**src/logic/npc_pkg.sv**
```systemverilog
package npc_pkg;

    localparam int XLEN = 32;

    // machine word, also used for pc, immediates and addresses
    typedef logic [XLEN-1:0] xlen_t;
    typedef logic [4:0]      reg_idx_t;
    typedef logic [31:0]     inst_t;
    typedef logic [6:0]      opcode_t;
    typedef logic [2:0]      funct3_t;
    // one bit per byte lane
    typedef logic [3:0]      wmask_t;

    localparam xlen_t RESET_PC  = 32'h8000_0000;

    // data memory window
    localparam xlen_t DMEM_BASE  = 32'h8000_1000;
    localparam int    DMEM_WORDS = 256;
    localparam int    DMEM_IDX_W = $clog2(DMEM_WORDS);
    localparam xlen_t DMEM_BYTES = DMEM_WORDS * 4;

    typedef logic [DMEM_IDX_W-1:0] dmem_idx_t;

    // rv32i major opcodes
    localparam opcode_t OP_LUI    = 7'b0110111;
    localparam opcode_t OP_AUIPC  = 7'b0010111;
    localparam opcode_t OP_JAL    = 7'b1101111;
    localparam opcode_t OP_JALR   = 7'b1100111;
    localparam opcode_t OP_IMM    = 7'b0010011;
    localparam opcode_t OP_REG    = 7'b0110011;
    localparam opcode_t OP_LOAD   = 7'b0000011;
    localparam opcode_t OP_STORE  = 7'b0100011;
    localparam opcode_t OP_SYSTEM = 7'b1110011;

    // funct3 values of the supported subset
    localparam funct3_t F3_ADD  = 3'b000;
    localparam funct3_t F3_JALR = 3'b000;
    localparam funct3_t F3_LW   = 3'b010;
    localparam funct3_t F3_LBU  = 3'b100;
    localparam funct3_t F3_SB   = 3'b000;
    localparam funct3_t F3_SW   = 3'b010;

    localparam inst_t INST_EBREAK = 32'h0010_0073;

    // write-back source
    typedef enum logic [1:0] {
        WB_ALU,
        WB_MEM,
        WB_LINK,
        WB_IMM
    } wb_sel_e;

    typedef enum logic [1:0] {
        NPC_SEQ,
        NPC_JAL,
        NPC_JALR
    } next_pc_e;

    typedef struct packed {
        reg_idx_t rd;
        reg_idx_t rs1;
        reg_idx_t rs2;
        xlen_t    imm;
        logic     reg_wen;
        logic     mem_ren;
        logic     mem_wen;
        logic     byte_access;
        logic     src1_is_pc;
        logic     src2_is_imm;
        wb_sel_e  wb_sel;
        next_pc_e next_pc;
        logic     is_ebreak;
        logic     illegal;
    } ctrl_t;

    // one retired instruction, rd_wen is low for writes to x0
    typedef struct packed {
        xlen_t    pc;
        logic     rd_wen;
        reg_idx_t rd;
        xlen_t    rd_data;
        logic     store;
    } retire_t;

endpackage

```
**src/logic/register_file.sv**
```systemverilog
module register_file
    import npc_pkg::*;
(
    input  logic     clk,
    input  logic     wen,
    input  reg_idx_t waddr,
    input  xlen_t    wdata,
    input  reg_idx_t raddr1,
    input  reg_idx_t raddr2,
    output xlen_t    rdata1,
    output xlen_t    rdata2
);

    // x0 has no storage
    xlen_t regs [1:31];

    always_ff @(posedge clk) begin
        if (wen && waddr != '0) begin
            regs[waddr] <= wdata;
        end
    end

    // async read, old value when the same register is written this cycle
    always_comb begin
        if (raddr1 == '0) begin
            rdata1 = '0;
        end else begin
            rdata1 = regs[raddr1];
        end
    end

    always_comb begin
        if (raddr2 == '0) begin
            rdata2 = '0;
        end else begin
            rdata2 = regs[raddr2];
        end
    end

endmodule

```
**config.mk**
```make
export PLATFORM = sky130hd
export DESIGN_NAME = register_file
export DESIGN_NICKNAME = d
export VERILOG_FILES = /design/src/logic/npc_pkg.sv /design/src/logic/register_file.sv
export SDC_FILE = /design/constraint.sdc
export NUM_CORES = 1
export LEC_CHECK = 0
export ABC_AREA = 0
export BUFFER_PORTS_ARGS = -buffer_cell sky130_fd_sc_hd__buf_2
export CORE_ASPECT_RATIO = 0.5
export CORE_UTILIZATION = 60
export DETAILED_ROUTE_END_ITERATION = 7
export PLACE_DENSITY_LB_ADDON = 0.12
export SYNTH_ARGS = -nofsm -noshare
export SYNTH_HDL_FRONTEND = slang
export SYNTH_SLANG_ARGS = --single-unit
```
**constraint.sdc**
```tcl
create_clock -name clk -period 4 [get_ports clk]
set_input_delay 0.6 -clock clk [delete_from_list [all_inputs] [get_ports clk]]
set_output_delay 0.6 -clock clk [all_outputs]
set_load 0.03 [all_outputs]
```
After elaboration in Yosys (flattened, before gate mapping)
Memories as Yosys holds them, arrays and structs flattened.
Index checks and enable logic that the tools add are counted.

word-level totals
  register bits = 0
  RAM bits = 992
  bits of input ports = 49
  output and inout port bits = 64
  memories = 1

cells by class
  mux-type cells = 4
  reductions and logical operators = 4

memories
  name  depth  width  rd ports  clocked after Yosys merged registers in  wr ports  RTL line             source
  regs  31     32     2         0                                        1         register_file.sv:15  xlen_t regs [1:31];

operator list
  kind                count
  2-to-1 mux 32 bit   2
  zero test 5 bit     2
  nonzero test 5 bit  1
  2-to-1 mux 1 bit    2
  logical AND 1 bit   1

Logic depth before layout (Yosys ltp)
Gate-level depths: netlist of the first run.

  depth in word-level cells = 4
  depth in mapped cells = 10
  depth with buffers taken out = 4

Worst setup path before layout of the first run
Ideal clock, no wire load.

  path kind = input to register
  start = input port waddr[1]
  end = memory regs[12][0] in the netlist's numbering, enable pin
  library setup time = 0.421 ns
  data arrival time = 2.599 ns
  data required time = 3.579 ns
  slack = 0.980 ns
  stages on the path = 3
  path buffers = 1
  path through = or3b_2 clkbuf_1 nor2_1

on the way
  cells in the longest elaborated chain, start to end = 4

ends and longest elaborated chain
  element                                 RTL line             source
  start, declared                         register_file.sv:6   input reg_idx_t waddr,
  nonzero test 5 bit                      register_file.sv:18  if (wen && waddr != '0) begin
  logical AND 1 bit                       register_file.sv:18
  2-to-1 mux 1 bit                        register_file.sv:18
  2-to-1 mux 1 bit (not written as such)  register_file.sv:19  regs[waddr] <= wdata;
  end, declared                           register_file.sv:15

Parallel ways exist; a longest one is shown, timed or not.

Final worst setup path of the first run
  start = input port raddr2[1]
  end = output port rdata2[3]

on the way
  cells in the longest elaborated chain, start to end = 2
  elaborated cells between the ends (all ways) = 3

ends and longest elaborated chain
  element                                                         RTL line             source
  start, declared                                                 register_file.sv:9   input reg_idx_t raddr2,
  memory (31 x 32 bit) / zero test 5 bit (equally long branches)  --
  2-to-1 mux 32 bit (*)                                           register_file.sv:33  if (raddr2 == '0) begin
  end, declared                                                   register_file.sv:11  output xlen_t rdata2

Mark *: on every way between the ends. The rest lies on a longest branch, timed or not.

==> metrics.txt, run 1 <==
status=finished, final reports clean; CTS Sinks=~990; Placer Congestion=between 0.8 and 0.9; Yosys cell types=38; Largest Register=regs; Worst-Margin Slew=slightly below 1000 ps; MaxCap Viol Count=0; CP Data Required Time=approximately 3400 ps; Final period util=slightly above 90%; area grow syn2layout=12.9%; critical path's most frequent cell=buf_4; max reg flops=about 1,000; Port Buffer Count=~110; routed length per instance=37.1 um; slowest cell on the critical path=buf_8; Tot GR Track Use=37.2%; FP Rows=roughly 70; ys flop type=edfxtp_1; max_slew headroom=between 30% and 40%; CTS root buf=clkbuf_16; largest net degree at the start of global routing=49; Worst Setup End Kind=output port; total number of vias=between 20,000 and 30,000; crit path max fanout=45; worst-path cell chain=buf_8 > buf_12 > nor2_1 > nor4_4 > buf_4 > buf_4 > a22o_1 > a311o_1 > buf_2; htree depth=3; first-pass GRT wire length=~200,000 um; Post-CTS Resized=0; Syn Inst Count=between 2,000 and 3,000; Crit Path Class=input port to output port; Critical Path Max Stage Delay=440 ps; worst hold slack=402 ps; final setup fails=0; CORE AREA=about 76,000 um^2; Synth top area share=64.1%; drt drc=0; HP Class=input port to register; total CTS buffers=between 80 and 90; Synth area leader=edfxtp_1; Layout fillers=4,817; Max Fclk=roughly 270 MHz; Synth async-reset ratio=0%; Post-CTS Setup Bufs=0; vias in the first global route=around 28,000; CTS tree=done; Via density=roughly 7.4; area of the mapped netlist=46,500 um^2; Ports=between 100 and 150; EDFF count, synth=992; VDD IR max=around 0.0003 V; Final Hold Viols=0; Arr. time, crit path=3080 ps; Largest regs=regs (992); Worst Setup SP=raddr2[1]; RSZ-0062 raised after global routing=no; drt pass-1 iters=6; Final Max Slew Viols=0; Final ANT Viol Nets=0; Seq/Total Area, Yosys=between 60 and 70%; CTS max path bufs=3; die width=396 um; dominant cells by area after synthesis=edfxtp_1, mux4_2, mux2i_1, a22oi_1, nor2_1; initial antenna violation count=14; fraction of layout instances using a drive strength above 1=29.4%; Initial DRC Count=between 4,000 and 5,000; startpoint types=input port; Clock transition at path regs=about 60 ps; Mean Syn Cell Area=17.9 um^2; # nets final=roughly 2,800; hold buffer count at CTS=0; Die Y=just under 200 um; final WL=144,000 um; Ys Warns=0; Syn Nets=roughly 2,700; end point of the critical path=rdata2[3]; DP HPWL=87,300 um; Initial Utilization=between 60% and 70%; Overflow after GRT=0; final setup TNS=0 ps; Synth Register Bits=992; pwr dens=roughly 430 nW/um^2; Min Clock Period, post-route=3680 ps; Die ar.=slightly below 80,000 um^2; total leakage power=roughly 0.018 uW
## critical path, delay by kind of cell
kind / cells / cell delay, ps
simple gates: 2 / 320
compound gates: 2 / 400
buf+inv: 5 / 1670
## metrics by stage
step | cell area, um^2 | power, uW | instances | worst slack [ps] | util, %
floorplan | 46500 | 13200 | 2601 | 980 | -
detailed placement | 49500 | 14100 | 3703 | 370 | 65.2
finish | 52500 | 22700 | 3875 | 315 | 69.1
global placement | 49500 | 14100 | 3703 | 423 | 65.2
CTS | 52500 | 22700 | 3867 | 369 | 69.1
global route | 52500 | 23200 | 3871 | 267 | 69.1
## logic make-up (layout without fill, tap and decap cells)
| logic type | after synthesis | count (layout) | share of synthesized area, % |
|---|---|---|---|
| flops | 992 | 992 | 64.1 |
| mux | 698 | 698 | 24.6 |
| simple gates | 374 | 374 | 3.85 |
| compound gates | 332 | 332 | 5.17 |
| buf+inv | 205 | 449 | 2.36 |
| other cells | 0 | 8 | 0 |
## cells in the mapped netlist, drive strengths merged (3+ instances only)
cell type	instances
edfxtp	992
mux4	348
mux2i	316
buf	119
nor2	115
a22oi	92
nand2	89
clkbuf	85
a21oi	68
nand3	52
a22o	45
nor2b	36
and2	34
mux2	34
o21ai	32
a211o	31
a311o	31
a211oi	18
nand4	18
a31oi	14
and3	14
nand3b	6
or3b	3
## per-layer routing
metal	GRT usage (%)	up-vias	wire, um
li1	-	11200	-
met1	53.3	15000	54600
met2	53.9	2150	63300
met3	12.4	322	20900
met4	12.5	14	4910
met5	0.985	-	190
## final cells by class
class,count,area [um^2],area share [%]
clock buffer,99,2290,4.35
multi-input combinational,1404,15900,30.3
tap,1022,1280,2.44
clock inverter,65,643,1.23
timing repair buffer,284,2580,4.91
sequential,992,29800,56.7
antenna,8,20.0,0.0381
inverter,1,3.75,0.00715
## cell usage in the layout, fill, tap and decap left out, types with 34 or more instances in the layout
master       n
mux4_2     339
mux2i_1    316
buf_12      54
edfxtp_1   992
buf_4      120
a21oi_1     68
buf_2      105
mux2_2      34
nor2_1      83
nand2_1     89
nand3_1     52
clkbuf_16   90
a22oi_1     92
a22o_1      45
## report_power, final
| part | internal [uW] | switching, uW |
|---|---|---|
| combinational | 873 | 1440 |
| clock | 4850 | 3930 |
| sequential | 11600 | 55.6 |
## worst min path at each step
stage              start      endpoint  cells past startpoint
2_1_floorplan   wdata[0]   regs[10][0]                      0
3_3_place_gp   wdata[13]  regs[27][13]                      1
3_5_place_dp   wdata[12]   regs[4][12]                      1
4_1_cts         wdata[7]    regs[8][7]                      1
5_1_grt        wdata[13]  regs[26][13]                      1
6_report       wdata[16]  regs[27][16]                      1
Note: power is estimated with default switching activity, not from simulation.
==> run 2: changes to the inputs <==
--- a/config.mk
+++ b/config.mk
@@ -8,9 +8,11 @@
 export ABC_AREA = 0
 export BUFFER_PORTS_ARGS = -buffer_cell sky130_fd_sc_hd__buf_2
 export CORE_ASPECT_RATIO = 0.5
+export CORE_MARGIN = 2
 export CORE_UTILIZATION = 60
 export DETAILED_ROUTE_END_ITERATION = 7
 export PLACE_DENSITY_LB_ADDON = 0.12
 export SYNTH_ARGS = -nofsm -noshare
 export SYNTH_HDL_FRONTEND = slang
 export SYNTH_SLANG_ARGS = --single-unit
+export TNS_END_PERCENT = 5
==> run 2 against run 1 <==
  * Sequential share of layout area is 0.29 points higher
  * Sequential power about the same
  * Critical path type unchanged
  * Largest power group unchanged
  * Cell area down 0.51%
  * Via count grew 1.4%
  * Worst hold slack got worse by 11 ps
==> metrics.txt, run 2 (same netlist as run 1, synthesis figures left out) <==
hold buffer count at CTS=0 (unchanged); Layout fillers=5,065 (+5.1%); Ports=113 (unchanged); FP Rows=72 (+1.4%); Clock transition at path regs=60 ps (about the same); HP Class=input port to register; first-pass GRT wire length=205,000 um (+0.56%); drt pass-1 iters=6 (unchanged); Min Clock Period, post-route=3690 ps (+6.42 ps); Worst-Margin Slew=960 ps (-26.5 ps); Hold Path End=regs[22][10]; fraction of layout instances using a drive strength above 1=29.5% (+0.083 points); Post-CTS Resized=0 (unchanged); Via density=7.47 (+0.93%); CP Data Required Time=3400 ps (about the same); total CTS buffers=87 (-2.2%); CTS max path bufs=3 (unchanged); max_slew headroom=35.9% (+1.8 points); Die Y=201 um (+1.0%); Worst Setup End Kind=output port; post-route cell area=52,200 um^2 (-0.51%); Initial Utilization=60.4% (-0.85 points); Largest regs=regs (992); # nets final=2,837 (+0.57%); pwr dens=426 nW/um^2 (-1.7%); final setup TNS=0 ps (unchanged); Final Hold Viols=0 (unchanged); Die ar.=79,900 um^2 (+1.5%); Max Fclk=271 MHz (-0.17%); final WL=145,000 um (+0.91%); Final period util=92.3% (+0.16 points); Tot GR Track Use=36.7% (-0.50 points); CTS Sinks=992 (unchanged); Final Core Density=67.8% (-1.3 points); routed length per instance=37.3 um (+0.41%); crit path max fanout=37 (-18%); Crit Path Class=input port to output port; total leakage power=0.0175 uW (-0.43%); Initial DRC Count=4,464 (+12%); Placer Congestion=0.878 (-1.4%); status=finished, final reports clean; Largest Register=regs; startpoint types=input port; Area after DPL=49,500 um^2 (about the same); Critical Path Max Stage Delay=520 ps (+80 ps); htree depth=3 (unchanged); final setup fails=0 (unchanged); vias in the first global route=28,100 (-0.52%); drt drc=0 (unchanged); die width=398 um (+0.51%); slowest cell on the critical path=mux4_2; CORE AREA=77,000 um^2 (+1.4%); initial antenna violation count=16 (+2); hold depth=1 (unchanged); worst-path cell chain=buf_8 > buf_4 > mux4_2 > nor2b_1 > a211o_1 > a311o_1 > buf_2; min-delay src=wdata[10]; RSZ-0062 raised after global routing=no; Final ANT Viol Nets=0 (unchanged); largest net degree at the start of global routing=54 (+10%); max reg flops=992 (unchanged); Port Buffer Count=112 (unchanged); Post-CTS Setup Bufs=0 (unchanged); commonest non-fill, non-tap cell in the layout=edfxtp_1; DP HPWL=87,400 um (+0.11%); most frequent cells in the layout=edfxtp_1, mux4_2, mux2i_1; total number of vias=29,100 (+1.4%); CTS tree=done; VDD IR max=0.000368 V (+21%); Final Max Slew Viols=0 (unchanged); Overflow after GRT=0 (unchanged); area grow syn2layout=12.3%; Arr. time, crit path=3090 ps (about the same); CTS root buf=clkbuf_16; MaxCap Viol Count=0 (unchanged)
## run 2: area by class of cell
type                            instances  area [um^2]  share of cell area, %
Tap cell                             1036         1300                   2.48
Inverter                                1         3.75                0.00719
Clock inverter                         44          432                  0.827
Sequential cell                       992        29800                   57.0
Clock buffer                          111         2270                   4.34
Timing Repair Buffer                  302         2520                   4.83
Multi-Input combinational cell       1404        15900                   30.4
Antenna cell                            4         10.0                 0.0192
## run 2: worst max-delay path: cells and delay by family
family          cells  cell delay, ps
buf+inv             3            1030
compound gates      2             730
simple gates        1             150
mux                 1             520
## run 2: metal layers
layer / track usage, % / share of wire [%] / vias up
li1: - / - / 11300
met1: 54.3 / 38 / 15200
met2: 52.5 / 44 / 2269
met3: 11.2 / 14 / 351
met4: 12.6 / 3.8 / 18
met5: 0 / 0.079 / -
## run 2: report_power, final
part / switching, uW / internal [uW] / total [uW]
Clock: 3870 / 4430 / 8290
Combinational: 1440 / 872 / 2310
Sequential: 55.5 / 11600 / 11600
Total: 5360 / 16900 / 22200
## run 2: worst max path at each step
| stage | startpoint | end | slack [ps] | depth (start not counted) |
|---|---|---|---|---|
| 5_1_grt | raddr2[1] | rdata2[10] | 250 | 7 |
| 6_report | raddr2[0] | rdata2[19] | 310 | 7 |
| 2_1_floorplan | waddr[1] | regs[12][0] | 980 | 3 |
| 3_3_place_gp | raddr2[0] | rdata2[19] | 340 | 7 |
| 3_5_place_dp | raddr2[0] | rdata2[19] | 340 | 7 |
| 4_1_cts | raddr2[0] | rdata2[19] | 330 | 7 |
## run 2: through the flow
stage,power [uW],cells,setup WS [ps],hold slack [ps]
final,22200,3894,309,391
after global routing,22800,3893,253,387
after CTS,22200,3890,326,356
after detailed placement,14100,3735,335,1100
after global placement,14100,3735,344,1080
after floorplan,13200,2601,980,699
