`config.mk`:
```
export PLATFORM = sky130hd
export DESIGN_NAME = inst_decode
export DESIGN_NICKNAME = d
export VERILOG_FILES = /design/src/logic/npc_pkg.sv /design/src/logic/inst_decode.sv
export SDC_FILE = /design/constraint.sdc
export NUM_CORES = 1
export LEC_CHECK = 0
export BUFFER_PORTS_ARGS = -buffer_cell sky130_fd_sc_hd__buf_4
export CORE_ASPECT_RATIO = 1.1
export CORE_MARGIN = 4
export CORE_UTILIZATION = 39
export DETAILED_ROUTE_END_ITERATION = 16
export PLACE_DENSITY = 0.91
export SLEW_MARGIN = 5
export SYNTH_ARGS = -nofsm -noshare
export SYNTH_HDL_FRONTEND = slang
export SYNTH_SLANG_ARGS = --single-unit
```
`constraint.sdc`:
```
create_clock -name vclk -period 3
set_clock_uncertainty 0.1 [all_clocks]
set_input_delay 0.6 -clock vclk [all_inputs]
set_output_delay 0.6 -clock vclk [all_outputs]
set_load 0.01 [all_outputs]
```
`src/logic/npc_pkg.sv`:
```
package npc_pkg;

    localparam int XLEN = 32;

    // machine word, also used for pc, immediates and addresses
    typedef logic [XLEN-1:0] xlen_t;
    typedef logic [4:0]      reg_idx_t;
    typedef logic [31:0]     inst_t;
    typedef logic [6:0]      opcode_t;
    typedef logic [2:0]      funct3_t;
    // one bit per byte lane
    typedef logic [3:0]      wmask_t;

    localparam xlen_t RESET_PC  = 32'h8000_0000;

    // data memory window
    localparam xlen_t DMEM_BASE  = 32'h8000_1000;
    localparam int    DMEM_WORDS = 256;
    localparam int    DMEM_IDX_W = $clog2(DMEM_WORDS);
    localparam xlen_t DMEM_BYTES = DMEM_WORDS * 4;

    typedef logic [DMEM_IDX_W-1:0] dmem_idx_t;

    // rv32i major opcodes
    localparam opcode_t OP_LUI    = 7'b0110111;
    localparam opcode_t OP_AUIPC  = 7'b0010111;
    localparam opcode_t OP_JAL    = 7'b1101111;
    localparam opcode_t OP_JALR   = 7'b1100111;
    localparam opcode_t OP_IMM    = 7'b0010011;
    localparam opcode_t OP_REG    = 7'b0110011;
    localparam opcode_t OP_LOAD   = 7'b0000011;
    localparam opcode_t OP_STORE  = 7'b0100011;
    localparam opcode_t OP_SYSTEM = 7'b1110011;

    // funct3 values of the supported subset
    localparam funct3_t F3_ADD  = 3'b000;
    localparam funct3_t F3_JALR = 3'b000;
    localparam funct3_t F3_LW   = 3'b010;
    localparam funct3_t F3_LBU  = 3'b100;
    localparam funct3_t F3_SB   = 3'b000;
    localparam funct3_t F3_SW   = 3'b010;

    localparam inst_t INST_EBREAK = 32'h0010_0073;

    // write-back source
    typedef enum logic [1:0] {
        WB_ALU,
        WB_MEM,
        WB_LINK,
        WB_IMM
    } wb_sel_e;

    typedef enum logic [1:0] {
        NPC_SEQ,
        NPC_JAL,
        NPC_JALR
    } next_pc_e;

    typedef struct packed {
        reg_idx_t rd;
        reg_idx_t rs1;
        reg_idx_t rs2;
        xlen_t    imm;
        logic     reg_wen;
        logic     mem_ren;
        logic     mem_wen;
        logic     byte_access;
        logic     src1_is_pc;
        logic     src2_is_imm;
        wb_sel_e  wb_sel;
        next_pc_e next_pc;
        logic     is_ebreak;
        logic     illegal;
    } ctrl_t;

    // one retired instruction, rd_wen is low for writes to x0
    typedef struct packed {
        xlen_t    pc;
        logic     rd_wen;
        reg_idx_t rd;
        xlen_t    rd_data;
        logic     store;
    } retire_t;

endpackage

```
`src/logic/inst_decode.sv`:
```
module inst_decode
    import npc_pkg::*;
(
    input  inst_t inst,
    output ctrl_t ctrl
);

    opcode_t    opcode;
    funct3_t    funct3;
    logic [6:0] funct7;

    xlen_t imm_i;
    xlen_t imm_s;
    xlen_t imm_u;
    xlen_t imm_j;

    assign opcode = inst[6:0];
    assign funct3 = inst[14:12];
    assign funct7 = inst[31:25];

    // all immediates sign-extended from bit 31
    assign imm_i = {{20{inst[31]}}, inst[31:20]};
    assign imm_s = {{20{inst[31]}}, inst[31:25], inst[11:7]};
    assign imm_u = {inst[31:12], 12'b0};
    assign imm_j = {{11{inst[31]}}, inst[31], inst[19:12], inst[20], inst[30:21], 1'b0};

    always_comb begin
        ctrl         = '0;
        ctrl.rd      = inst[11:7];
        ctrl.rs1     = inst[19:15];
        ctrl.rs2     = inst[24:20];
        ctrl.imm     = imm_i;
        ctrl.wb_sel  = WB_ALU;
        ctrl.next_pc = NPC_SEQ;

        case (opcode)
            OP_LUI: begin
                ctrl.imm     = imm_u;
                ctrl.reg_wen = 1'b1;
                ctrl.wb_sel  = WB_IMM;
            end
            OP_AUIPC: begin
                ctrl.imm         = imm_u;
                ctrl.reg_wen     = 1'b1;
                ctrl.src1_is_pc  = 1'b1;
                ctrl.src2_is_imm = 1'b1;
            end
            OP_JAL: begin
                ctrl.imm     = imm_j;
                ctrl.reg_wen = 1'b1;
                ctrl.wb_sel  = WB_LINK;
                ctrl.next_pc = NPC_JAL;
            end
            OP_JALR: begin
                if (funct3 == F3_JALR) begin
                    // target comes out of the adder as rs1 + imm
                    ctrl.reg_wen     = 1'b1;
                    ctrl.src2_is_imm = 1'b1;
                    ctrl.wb_sel      = WB_LINK;
                    ctrl.next_pc     = NPC_JALR;
                end else begin
                    ctrl.illegal = 1'b1;
                end
            end
            OP_IMM: begin
                if (funct3 == F3_ADD) begin
                    ctrl.reg_wen     = 1'b1;
                    ctrl.src2_is_imm = 1'b1;
                end else begin
                    ctrl.illegal = 1'b1;
                end
            end
            OP_REG: begin
                // sub and the other R-type ops are not implemented
                if (funct3 == F3_ADD && funct7 == 7'b0) begin
                    ctrl.reg_wen = 1'b1;
                end else begin
                    ctrl.illegal = 1'b1;
                end
            end
            OP_LOAD: begin
                if (funct3 == F3_LW || funct3 == F3_LBU) begin
                    ctrl.reg_wen     = 1'b1;
                    ctrl.mem_ren     = 1'b1;
                    ctrl.src2_is_imm = 1'b1;
                    ctrl.byte_access = (funct3 == F3_LBU);
                    ctrl.wb_sel      = WB_MEM;
                end else begin
                    ctrl.illegal = 1'b1;
                end
            end
            OP_STORE: begin
                ctrl.imm = imm_s;
                if (funct3 == F3_SW || funct3 == F3_SB) begin
                    ctrl.mem_wen     = 1'b1;
                    ctrl.src2_is_imm = 1'b1;
                    ctrl.byte_access = (funct3 == F3_SB);
                end else begin
                    ctrl.illegal = 1'b1;
                end
            end
            OP_SYSTEM: begin
                // only ebreak, ecall and csr ops fall into illegal
                if (inst == INST_EBREAK) begin
                    ctrl.is_ebreak = 1'b1;
                end else begin
                    ctrl.illegal = 1'b1;
                end
            end
            default: begin
                ctrl.illegal = 1'b1;
            end
        endcase
    end

endmodule

```
* Word-level counts from Yosys, hierarchy flattened *
Index checks and enable logic that the tools add are counted.

storage, ports and cells
  flip-flop bits (word level) = 0
  input port bits = 32
  output and inout bits = 59

operators by class
  eq/ne operators = 12
  multiplexer cells = 25
  reduce and logical (&&, ||, !) cells = 8

operators by type and width
  operator                count
  $pmux W31 S3            1
  $eq A32 B21 Y1 const B  1
  $eq A7 B6 Y1 const B    3
  $eq A7 B7 Y1 const B    3
  $eq A7 B5 Y1 const B    2
  $mux W1                 14
  $pmux W2 S4             1
  $eq A7 B2 Y1 const B    1
  $logic_not A7 Y1        1
  $pmux W1 S6             1
  $mux W5                 1
  $pmux W1 S5             1
  $mux W2                 2
  $pmux W1 S4             1
  $pmux W2 S2             1
  $reduce_or A2 Y1        2
  $eq A3 B2 Y1 const B    1
  $eq A3 B3 Y1 const B    1
  $logic_not A3 Y1        1
  $mux W3                 1
  $reduce_or A3 Y1        1
  $logic_or A1 B1 Y1      2
  $pmux W1 S2             1
  $logic_and A1 B1 Y1     1

* Logic depth before layout (Yosys ltp) *
Gate-level depths: netlist (run 1).

  depth in word-level cells = 4
  mapped depth = 5
  depth with buffers taken out = 4

* Worst setup path after synthesis (run 1) *
No wires, ideal clock.

  path type = input port to output port
  from = input port inst[14]
  to = output port ctrl[1] (netlist bit)
  arrival time = 1617 ps
  data required time = 2300 ps
  path slack = 683 ps
  stages on the path = 4
  path buffers = 1
  cells stage by stage = clkbuf_1 nor3_1 nand3_1 nor4_1

RTL lines
  element          RTL line          text
  start, declared  inst_decode.sv:4  input inst_t inst,
  end, declared    inst_decode.sv:5  output ctrl_t ctrl

==> results of run 1 <==
[per-stage QoR]
stage | worst slack, ns | utilization, %
2_1_floorplan | 0.683 | -
3_3_place_gp | 0.418 | 68.9
3_5_place_dp | 0.347 | 68.9
4_1_cts | 0.346 | 68.9
5_1_grt | 0.209 | 68.9
6_report | 0.338 | 68.9
[worst max path at each step]
stage / slack [ns] / to / from / cells after the start
final: 0.34 / ctrl[32] / inst[3] / 6
after global routing: 0.21 / ctrl[6] / inst[2] / 6
after CTS: 0.35 / ctrl[37] / inst[3] / 6
after detailed placement: 0.35 / ctrl[32] / inst[3] / 6
after global placement: 0.42 / ctrl[37] / inst[3] / 6
after floorplan: 0.68 / ctrl[1] / inst[14] / 4
[cell usage in the layout, fill, tap and decap left out, types with 2 or more instances in the layout]
| cell type | n |
|---|---|
| buf_4 | 91 |
| a21o_1 | 21 |
| inv_1 | 8 |
| nand3_1 | 7 |
| and2_1 | 7 |
| nor2_1 | 6 |
| nor3_1 | 6 |
| nor4_1 | 6 |
| o21ai_0 | 6 |
| o211ai_1 | 2 |
| a21oi_1 | 2 |
| or3_1 | 2 |
| nand4_1 | 2 |
[logic make-up (layout without fill, tap and decap cells)]
logic type,count (synthesis),count (layout),share of synthesized area [%]
simple gates,51,51,42.6
compound gates,36,36,31.5
buf+inv,32,99,23.7
xor+xnor,2,2,2.17
[layout make-up]
class / count / share of cell area [%]
inverters: 8 / 2.20
well taps: 28 / 2.57
repair buffers: 91 / 50.1
multi-input cells: 89 / 45.1
[layer usage]
metal,track usage [%],up-vias
met5,0,-
met4,1.12,0
met3,3.75,0
met2,39.5,65
met1,25.2,551
li1,-,565
[power groups by stage]
| stage | clock [uW] | combinational, uW | sequential [uW] |
|---|---|---|---|
| 3_5_place_dp | 0 | 182 | 0 |
| 6_report | 0 | 183 | 0 |
| 4_1_cts | 0 | 183 | 0 |
| 2_1_floorplan | 0 | 87.1 | 0 |
| 3_3_place_gp | 0 | 179 | 0 |
| 5_1_grt | 0 | 196 | 0 |
[critical path: cells and delay by family]
| family | cells | cell delay, ns |
|---|---|---|
| buffers and inverters | 2 | 0.28 |
| AO/OA/AOI/OAI | 1 | 0.20 |
| AND/OR/NAND/NOR | 3 | 0.88 |
==> flow_results.xml, run 1 <==
<?xml version="1.0" encoding="UTF-8"?>
<metrics>
  <group name="run_status">
    <metric name="outcome" unit="">complete, no violations</metric>
  </group>
  <group name="drt">
    <metric name="drt-initial-drc-count" unit="">29</metric>
    <metric name="routed-wl-met2" unit="mm">1.72</metric>
    <metric name="drt_drc_violations_left" unit="">0</metric>
    <metric name="first_pass_iters" unit="">4</metric>
    <metric name="wl_met3" unit="um">357</metric>
    <metric name="met1Wirelength" unit="mm">1.25</metric>
    <metric name="total_vias_in_the_final_route" unit="">1181</metric>
    <metric name="drt-vias-per-instance" unit="">5.47</metric>
    <metric name="final_antenna_net_count" unit="">0</metric>
    <metric name="top_layer" unit="">met3</metric>
    <metric name="routed_wirelength" unit="mm">3.33</metric>
    <metric name="routed_wire_length_per_instance" unit="um">15.4</metric>
  </group>
  <group name="worst_setup_path">
    <metric name="timing.critical_path.cells" unit="">buf_4, and3b_1, nand3_2, and2_1, a21o_1, buf_4</metric>
    <metric name="cp.required" unit="ns">2.30</metric>
    <metric name="critical_path_class" unit="">in -&gt; out</metric>
    <metric name="worstSetupEndpointType" unit="">primary output</metric>
    <metric name="path_max_fanout" unit="">15</metric>
    <metric name="crit_path_max_delay_cell_type" unit="">and2_1</metric>
    <metric name="critical_path.max_stage_delay" unit="ns">0.36</metric>
    <metric name="worstPathArrival" unit="ns">1.96</metric>
    <metric name="cp_common_cell" unit="">buf_4</metric>
    <metric name="crit_path_start_kind" unit="">input port</metric>
  </group>
  <group name="sta">
    <metric name="fin_crit_sh" unit="%">88.7</metric>
    <metric name="final_hold_violations" unit="">0</metric>
    <metric name="setup-tns-final" unit="ns">0</metric>
    <metric name="unrepaired_setup_endpoints_after_global_routing" unit="">no</metric>
    <metric name="worst-slew-pin-transition" unit="ns">0.451</metric>
    <metric name="worst_slack_on_hold_paths" unit="ns">1.30</metric>
    <metric name="max_clock_freq" unit="GHz">0.376</metric>
    <metric name="slew_headroom" unit="%">69.9</metric>
    <metric name="period_needed" unit="ns">2.66</metric>
    <metric name="finish_stage_setup_viols" unit="">0</metric>
    <metric name="finalMaxSlewViolations" unit="">0</metric>
  </group>
  <group name="placed_design">
    <metric name="final_hpwl_from_detailed_placement" unit="mm">2.85</metric>
    <metric name="portBuffers" unit="">91</metric>
    <metric name="place.gp.congestion" unit="">0.826</metric>
    <metric name="placed_cells" unit="">216</metric>
    <metric name="placed_cell_area" unit="um2">1360</metric>
  </group>
  <group name="finish">
    <metric name="filler_cell_count" unit="">180</metric>
    <metric name="layout-drive-gt1-share" unit="%">52.7</metric>
    <metric name="synthToLayoutAreaGrowth" unit="%">69.0</metric>
    <metric name="finalInstanceArea" unit="um2">1360</metric>
    <metric name="fin_cells" unit="">216</metric>
    <metric name="clk_buf" unit="">0</metric>
    <metric name="seq_cell_count" unit="">0</metric>
    <metric name="antenna_cells_inserted" unit="">0</metric>
    <metric name="register_area" unit="um2">0</metric>
    <metric name="nNetsFinal" unit="">222</metric>
    <metric name="multi_input_area" unit="um2">616</metric>
  </group>
  <group name="logic_synthesis">
    <metric name="synth_fp_nets" unit="">153</metric>
    <metric name="yosys.cell_count.top_type" unit="">a21o_1</metric>
    <metric name="synth_top_area_share" unit="%">19.5</metric>
    <metric name="yosysSeqAreaShare" unit="%">0</metric>
    <metric name="cell_area_after_technology_mapping" unit="um2">807</metric>
    <metric name="post_synthesis_instance_total" unit="">121</metric>
    <metric name="area_contributors_post_synth" unit="">a21o_1 20%, buf_4 15%, and2_1 5.4%, nor4_1 4.7%, nand3_1 4.3%</metric>
    <metric name="synthesis.yosys.warnings" unit="">0</metric>
    <metric name="synth_common_cells" unit="">21 x a21o_1, 16 x buf_4, 8 x inv_1, 7 x and2_1, 7 x nand3_1</metric>
    <metric name="synth_top_cell_by_area" unit="">a21o_1</metric>
    <metric name="synth.lib_cells_used.distinct" unit="">39</metric>
    <metric name="synth.avg_cell_area" unit="um2">6.67</metric>
  </group>
  <group name="hold_path">
    <metric name="worst_hold_path_type" unit="">in -&gt; out</metric>
    <metric name="hold_path_end" unit="">ctrl[50]</metric>
    <metric name="worst_hold_startpoint" unit="">inst[16]</metric>
    <metric name="hold_depth" unit="">2</metric>
  </group>
  <group name="pwr">
    <metric name="ir_worst_vdd" unit="mV">0.0676</metric>
    <metric name="sequentialPowerShare" unit="%">0</metric>
    <metric name="internal_power" unit="uW">97.0</metric>
    <metric name="power_frac_clock" unit="%">0</metric>
    <metric name="leakage" unit="uW">0.000805</metric>
    <metric name="ratio_of_total_power_to_cell_area" unit="nW/um2">134</metric>
    <metric name="pwr-share-comb" unit="%">100.0</metric>
    <metric name="p_sw_share" unit="%">46.8</metric>
    <metric name="totalPowerFinal" unit="uW">183</metric>
    <metric name="p_sw" unit="uW">85.5</metric>
  </group>
  <group name="grt">
    <metric name="grt.overflow.total" unit="">0</metric>
    <metric name="global_route_wire_length_before_repair" unit="mm">5.02</metric>
    <metric name="grt_max_degree" unit="">16</metric>
    <metric name="first_global_vias" unit="">1021</metric>
    <metric name="antenna_violations_before_repair" unit="">0</metric>
    <metric name="grt_usage" unit="%">21.0</metric>
  </group>
  <group name="floorplan">
    <metric name="floorplan.die.width" unit="um">51.4</metric>
    <metric name="placeableCoreArea" unit="um2">1980</metric>
    <metric name="die_area" unit="um2">2860</metric>
    <metric name="start_util" unit="%">40.8</metric>
    <metric name="number_of_placement_rows" unit="">17</metric>
    <metric name="io_pins" unit="">91</metric>
    <metric name="die_height" unit="um">55.7</metric>
  </group>
  <group name="flow_run">
    <metric name="cap_violations" unit="">0</metric>
  </group>
  <group name="clock_network">
    <metric name="postCtsSetupRepairBufs" unit="">0</metric>
    <metric name="post_cts_resize_count" unit="">0</metric>
    <metric name="postCtsHoldBufs" unit="">0</metric>
  </group>
</metrics>
Note: power is estimated with default switching activity, not from simulation.
==> run 2: changes to the inputs <==
--- a/config.mk
+++ b/config.mk
@@ -11,6 +11,7 @@
 export CORE_UTILIZATION = 39
 export DETAILED_ROUTE_END_ITERATION = 16
 export PLACE_DENSITY = 0.91
+export REMOVE_ABC_BUFFERS = 1
 export SLEW_MARGIN = 5
 export SYNTH_ARGS = -nofsm -noshare
 export SYNTH_HDL_FRONTEND = slang
==> run 2 against run 1 <==
  * Global-route usage decreased by 0.27 points
  * Flip-flop and latch count unchanged
  * First-iteration DRC count increased by 14%
  * Final area unchanged
  * Routed wire length decreased by 4.8%
  * Cell count unchanged
  * Critical path depth unchanged
  * Sequential share of layout area unchanged
  * Combinational power about the same
  * Critical path type unchanged
  * Largest cell class unchanged
  * Largest power group unchanged
  * Highest routed layer is now met4
==> flow_results.xml, run 2 (synthesis results as in run 1) <==
<?xml version="1.0" encoding="UTF-8"?>
<metrics>
  <group name="run_status">
    <metric name="outcome" unit="">complete, no violations</metric>
  </group>
  <group name="worst_setup_path">
    <metric name="cp.required" unit="ns">2.30</metric>
    <metric name="path_max_fanout" unit="">15</metric>
    <metric name="worstPathArrival" unit="ns">1.97</metric>
    <metric name="worst-path-stages" unit="">6</metric>
    <metric name="cp_top_family" unit="">simple AND/OR/NAND/NOR gates</metric>
    <metric name="cp_common_cell" unit="">buf_4</metric>
    <metric name="worstSetupEndpointType" unit="">primary output</metric>
    <metric name="critical_path.max_stage_delay" unit="ns">0.37</metric>
    <metric name="crit_path_start_kind" unit="">input port</metric>
    <metric name="crit_path_max_delay_cell_type" unit="">and2_1</metric>
    <metric name="critical_path_class" unit="">in -&gt; out</metric>
    <metric name="timing.critical_path.cells" unit="">buf_4, and3b_1, nand3_2, and2_1, a21o_1, buf_4</metric>
    <metric name="critical_path.n_buffers_inverters" unit="">2</metric>
  </group>
  <group name="drt">
    <metric name="total_vias_in_the_final_route" unit="">1162</metric>
    <metric name="routed_wire_length_per_instance" unit="um">14.7</metric>
    <metric name="drt-initial-drc-count" unit="">33</metric>
    <metric name="drt-vias-per-instance" unit="">5.38</metric>
    <metric name="routed_wirelength" unit="mm">3.17</metric>
    <metric name="final_antenna_net_count" unit="">0</metric>
    <metric name="first_pass_iters" unit="">4</metric>
    <metric name="drt_drc_violations_left" unit="">0</metric>
  </group>
  <group name="sta">
    <metric name="unrepaired_setup_endpoints_after_global_routing" unit="">no</metric>
    <metric name="postLayoutSetupSlackWorst" unit="ns">0.329</metric>
    <metric name="worst-slew-pin-transition" unit="ns">0.486</metric>
    <metric name="finalMaxSlewViolations" unit="">0</metric>
    <metric name="setup-tns-final" unit="ns">0</metric>
    <metric name="final_hold_violations" unit="">0</metric>
    <metric name="slew_headroom" unit="%">67.6</metric>
    <metric name="max_clock_freq" unit="GHz">0.374</metric>
    <metric name="finish_stage_setup_viols" unit="">0</metric>
    <metric name="fin_crit_sh" unit="%">89.0</metric>
    <metric name="period_needed" unit="ns">2.67</metric>
  </group>
  <group name="clock_network">
    <metric name="postCtsSetupRepairBufs" unit="">0</metric>
    <metric name="post_cts_resize_count" unit="">0</metric>
    <metric name="postCtsHoldBufs" unit="">0</metric>
  </group>
  <group name="grt">
    <metric name="grt_usage" unit="%">20.7</metric>
    <metric name="global_route_wire_length_before_repair" unit="mm">5.00</metric>
    <metric name="first_global_vias" unit="">1119</metric>
    <metric name="antenna_violations_before_repair" unit="">0</metric>
    <metric name="grt.overflow.total" unit="">0</metric>
    <metric name="grt_max_degree" unit="">16</metric>
  </group>
  <group name="pwr">
    <metric name="pwr-share-comb" unit="%">100.0</metric>
    <metric name="ratio_of_total_power_to_cell_area" unit="nW/um2">133</metric>
    <metric name="p_sw" unit="uW">84.8</metric>
    <metric name="internal_power" unit="uW">96.9</metric>
    <metric name="leakage" unit="uW">0.000805</metric>
    <metric name="p_sw_share" unit="%">46.7</metric>
    <metric name="ir_worst_vdd" unit="mV">0.103</metric>
    <metric name="sequentialPowerShare" unit="%">0</metric>
    <metric name="power_frac_clock" unit="%">0</metric>
  </group>
  <group name="floorplan">
    <metric name="die_area" unit="um2">2860</metric>
    <metric name="io_pins" unit="">91</metric>
    <metric name="floorplan.die.width" unit="um">51.4</metric>
    <metric name="number_of_placement_rows" unit="">17</metric>
    <metric name="start_util" unit="%">40.8</metric>
    <metric name="die_height" unit="um">55.7</metric>
    <metric name="placeableCoreArea" unit="um2">1980</metric>
  </group>
  <group name="finish">
    <metric name="nNetsFinal" unit="">222</metric>
    <metric name="layout-drive-gt1-share" unit="%">52.7</metric>
    <metric name="antenna_cells_inserted" unit="">0</metric>
    <metric name="seq_cell_count" unit="">0</metric>
    <metric name="synthToLayoutAreaGrowth" unit="%">69.0</metric>
    <metric name="register_area" unit="um2">0</metric>
    <metric name="mostFrequentLayoutCell" unit="">buf_4</metric>
    <metric name="layout.cells.most_common_list" unit="">91 x buf_4, 21 x a21o_1, 8 x inv_1, 7 x nand3_1, 7 x and2_1</metric>
    <metric name="clk_buf" unit="">0</metric>
  </group>
  <group name="placed_design">
    <metric name="portBuffers" unit="">91</metric>
    <metric name="setup_slack_placement" unit="ns">0.327</metric>
    <metric name="final_hpwl_from_detailed_placement" unit="mm">2.69</metric>
    <metric name="place.gp.congestion" unit="">0.853</metric>
  </group>
  <group name="hold_path">
    <metric name="worst_hold_path_type" unit="">in -&gt; out</metric>
    <metric name="hold_depth" unit="">2</metric>
  </group>
  <group name="flow_run">
    <metric name="cap_violations" unit="">0</metric>
  </group>
</metrics>
run 2: cell counts in the layout (fill, tap and decap cells not counted):
No cell type changed its count.
run 2: power by group through the flow:
| stage | sequential, uW | combinational [uW] | clock, uW |
|---|---|---|---|
| floorplan | 0 | 58.0 | 0 |
| global placement | 0 | 178 | 0 |
| detailed placement | 0 | 182 | 0 |
| CTS | 0 | 182 | 0 |
| global route | 0 | 196 | 0 |
| finish | 0 | 182 | 0 |
run 2: metrics by stage:
step	hold WS (ns)	power, uW	area [um2]	utilization [%]	std cells
final	1.30	182	1360	68.9	216
after global routing	1.31	196	1360	68.9	216
after CTS	1.30	182	1360	68.9	216
after detailed placement	1.30	182	1360	68.9	216
after global placement	1.30	178	1360	68.9	216
after floorplan	1.10	58.0	646	-	97
run 2: final timing paths:
path                        to  startpoint
worst min-delay path  ctrl[52]    inst[18]
worst max-delay path  ctrl[42]     inst[3]
run 2: per-layer routing:
layer  track usage [%]  vias to the layer above  part of all wire [%]
li1                  -                      560                     -
met1              24.7                      517                    36
met2              38.0                       79                    51
met3              4.56                        6                    11
met4              2.25                        0                   1.7
met5                 0                        -                     0
run 2: cell type report:
type / instances / area (um2)
Fill cell: 169 / 614
Inverter: 8 / 30.0
Multi-Input combinational cell: 89 / 616
Tap cell: 28 / 35.0
Timing Repair Buffer: 91 / 683
==> run 3: changes to the inputs <==
--- a/config.mk
+++ b/config.mk
@@ -5,12 +5,13 @@
 export SDC_FILE = /design/constraint.sdc
 export NUM_CORES = 1
 export LEC_CHECK = 0
+export ABC_AREA = 1
 export BUFFER_PORTS_ARGS = -buffer_cell sky130_fd_sc_hd__buf_4
 export CORE_ASPECT_RATIO = 1.1
 export CORE_MARGIN = 4
-export CORE_UTILIZATION = 39
+export CORE_UTILIZATION = 42
 export DETAILED_ROUTE_END_ITERATION = 16
-export PLACE_DENSITY = 0.91
+export PLACE_DENSITY = 0.9
 export REMOVE_ABC_BUFFERS = 1
 export SLEW_MARGIN = 5
 export SYNTH_ARGS = -nofsm -noshare
==> run 3 against run 2 <==
  * Area after synthesis is 20% higher
  * Non-clock buffer count stayed put
  * Utilization is 5.0 points higher
  * Die area is 9.8% higher
  * Total power is 5.1% higher
  * Final area is 14% higher
  * Critical path depth is 1 higher
  * First-iteration DRC count is 9.1% higher
==> flow_results.xml, run 3 <==
<?xml version="1.0" encoding="UTF-8"?>
<metrics>
  <group name="flow_run">
    <metric name="cap_violations" unit="">0</metric>
  </group>
  <group name="drt">
    <metric name="drt_drc_violations_left" unit="">0</metric>
    <metric name="total_vias_in_the_final_route" unit="">1421</metric>
    <metric name="drt-initial-drc-count" unit="">36</metric>
    <metric name="drt-vias-per-instance" unit="">4.87</metric>
    <metric name="routed_wire_length_per_instance" unit="um">12.4</metric>
    <metric name="routed_wirelength" unit="mm">3.61</metric>
    <metric name="first_pass_iters" unit="">4</metric>
    <metric name="final_antenna_net_count" unit="">0</metric>
  </group>
  <group name="hold_path">
    <metric name="worst_hold_path_type" unit="">in -&gt; out</metric>
  </group>
  <group name="clock_network">
    <metric name="post_cts_resize_count" unit="">0</metric>
    <metric name="postCtsSetupRepairBufs" unit="">0</metric>
    <metric name="postCtsHoldBufs" unit="">0</metric>
  </group>
  <group name="floorplan">
    <metric name="start_util" unit="%">46.0</metric>
    <metric name="die_area" unit="um2">3140</metric>
    <metric name="placeableCoreArea" unit="um2">2110</metric>
    <metric name="floorplan.die.width" unit="um">53.8</metric>
    <metric name="die_height" unit="um">58.4</metric>
    <metric name="number_of_placement_rows" unit="">17</metric>
    <metric name="io_pins" unit="">91</metric>
  </group>
  <group name="grt">
    <metric name="grt.overflow.total" unit="">0</metric>
    <metric name="first_global_vias" unit="">1186</metric>
    <metric name="grt_max_degree" unit="">16</metric>
    <metric name="antenna_violations_before_repair" unit="">0</metric>
    <metric name="grt_usage" unit="%">21.6</metric>
    <metric name="global_route_wire_length_before_repair" unit="mm">5.35</metric>
  </group>
  <group name="logic_synthesis">
    <metric name="yosysSeqAreaShare" unit="%">0</metric>
    <metric name="synth_top_area_share" unit="%">15.9</metric>
    <metric name="post_synthesis_instance_total" unit="">191</metric>
    <metric name="synth_common_cells" unit="">41 x nand2_1, 37 x nor2_1, 33 x inv_1, 16 x buf_4, 12 x o21ai_0</metric>
    <metric name="area_contributors_post_synth" unit="">nand2_1 16%, nor2_1 14%, inv_1 13%, buf_4 12%, o21ai_2 7.2%</metric>
    <metric name="synth.avg_cell_area" unit="um2">5.08</metric>
    <metric name="synthesis.yosys.warnings" unit="">0</metric>
    <metric name="synth_top_cell_by_area" unit="">nand2_1</metric>
    <metric name="cell_area_after_technology_mapping" unit="um2">970</metric>
    <metric name="yosys.cell_count.top_type" unit="">nand2_1</metric>
    <metric name="synth.lib_cells_used.distinct" unit="">23</metric>
  </group>
  <group name="pwr">
    <metric name="ratio_of_total_power_to_cell_area" unit="nW/um2">123</metric>
    <metric name="ir_worst_vdd" unit="mV">0.0935</metric>
    <metric name="leakage" unit="uW">0.000930</metric>
  </group>
  <group name="finish">
    <metric name="antenna_cells_inserted" unit="">0</metric>
    <metric name="post-route-util" unit="%">74.0</metric>
    <metric name="nNetsFinal" unit="">298</metric>
    <metric name="synthToLayoutAreaGrowth" unit="%">60.6</metric>
    <metric name="layout-drive-gt1-share" unit="%">42.8</metric>
    <metric name="seq_cell_count" unit="">0</metric>
    <metric name="mostFrequentLayoutCell" unit="">buf_4</metric>
    <metric name="register_area" unit="um2">0</metric>
    <metric name="finalInstanceArea" unit="um2">1560</metric>
    <metric name="clk_buf" unit="">0</metric>
    <metric name="layout.cells.most_common_list" unit="">91 x buf_4, 41 x nand2_1, 37 x nor2_1, 33 x inv_1, 12 x o21ai_0</metric>
  </group>
  <group name="placed_design">
    <metric name="portBuffers" unit="">91</metric>
    <metric name="final_hpwl_from_detailed_placement" unit="mm">3.16</metric>
    <metric name="place.gp.congestion" unit="">0.852</metric>
    <metric name="placed_cell_area" unit="um2">1560</metric>
    <metric name="setup_slack_placement" unit="ns">0.641</metric>
  </group>
  <group name="worst_setup_path">
    <metric name="worstSetupEndpointType" unit="">primary output</metric>
    <metric name="critical_path_class" unit="">in -&gt; out</metric>
    <metric name="path_max_fanout" unit="">5</metric>
    <metric name="cp_top_family" unit="">simple AND/OR/NAND/NOR gates</metric>
    <metric name="cp.required" unit="ns">2.30</metric>
    <metric name="timing.critical_path.cells" unit="">buf_4, nor2_1, nand3_1, nor2_1, o21ai_0, nand4_1, buf_4</metric>
    <metric name="worstPathArrival" unit="ns">1.67</metric>
    <metric name="crit_path_max_delay_cell_type" unit="">o21ai_0</metric>
    <metric name="critical_path.max_stage_delay" unit="ns">0.21</metric>
    <metric name="critical_path.n_buffers_inverters" unit="">2</metric>
    <metric name="crit_path_start_kind" unit="">input port</metric>
  </group>
  <group name="sta">
    <metric name="finalMaxSlewViolations" unit="">0</metric>
    <metric name="final_hold_violations" unit="">0</metric>
    <metric name="finish_stage_setup_viols" unit="">0</metric>
    <metric name="fin_crit_sh" unit="%">79.0</metric>
    <metric name="slew_headroom" unit="%">69.8</metric>
    <metric name="postLayoutSetupSlackWorst" unit="ns">0.630</metric>
    <metric name="setup-tns-final" unit="ns">0</metric>
    <metric name="worst-slew-pin-transition" unit="ns">0.448</metric>
    <metric name="unrepaired_setup_endpoints_after_global_routing" unit="">no</metric>
    <metric name="max_clock_freq" unit="GHz">0.422</metric>
    <metric name="period_needed" unit="ns">2.37</metric>
  </group>
  <group name="run_status">
    <metric name="outcome" unit="">complete, no violations</metric>
  </group>
</metrics>
[run 3: changes by cell type in the layout (fill, tap and decap cells not counted), sizes merged, moves of 6 or more]
cell,delta
nor4,-6
nand2,+46
and2,-7
inv,+27
o21ai,+17
a21o,-21
nor2,+35
[run 3: power by group]
part           internal, uW  switching, uW  leakage (uW)
logic                  92.2           98.8      0.000930
registers                 0              0             0
clock network             0              0             0
total                  92.2           98.8      0.000930
[run 3: through the flow]
step / cells / hold WS [ns] / total power (uW)
detailed placement: 292 / 1.29 / 191
global placement: 292 / 1.29 / 188
floorplan: 173 / 1.10 / 71.5
CTS: 292 / 1.29 / 191
finish: 292 / 1.29 / 191
global route: 292 / 1.29 / 208
[run 3: area by class of cell]
type	count	area, um2
Tap cell	28	35.0
Inverter	35	139
Multi-Input combinational cell	138	701
Timing Repair Buffer	91	683
Fill cell	199	548
[run 3: kinds of logic (layout without fill, tap and decap cells)]
logic type | after synthesis | after routing | synth area share (%)
buffers and inverters | 53 | 126 | 27.7
AO/OA/AOI/OAI | 29 | 29 | 19.6
AND/OR/NAND/NOR | 109 | 109 | 52.6
[run 3: final timing paths]
kind / start / to / cells after the start
worst max-delay path: inst[3] / ctrl[11] / 7
worst min-delay path: inst[21] / ctrl[45] / 2
[run 3: layer usage]
| metal | routed length [um] | global-route usage, % | share of wire, % | up-vias |
|---|---|---|---|---|
| li1 | - | - | - | 734 |
| met1 | 1440 | 27.9 | 40 | 618 |
| met2 | 1750 | 40.1 | 49 | 69 |
| met3 | 418 | 1.01 | 12 | 0 |
| met4 | 0 | 1.09 | 0 | 0 |
| met5 | 0 | 0 | 0 | - |
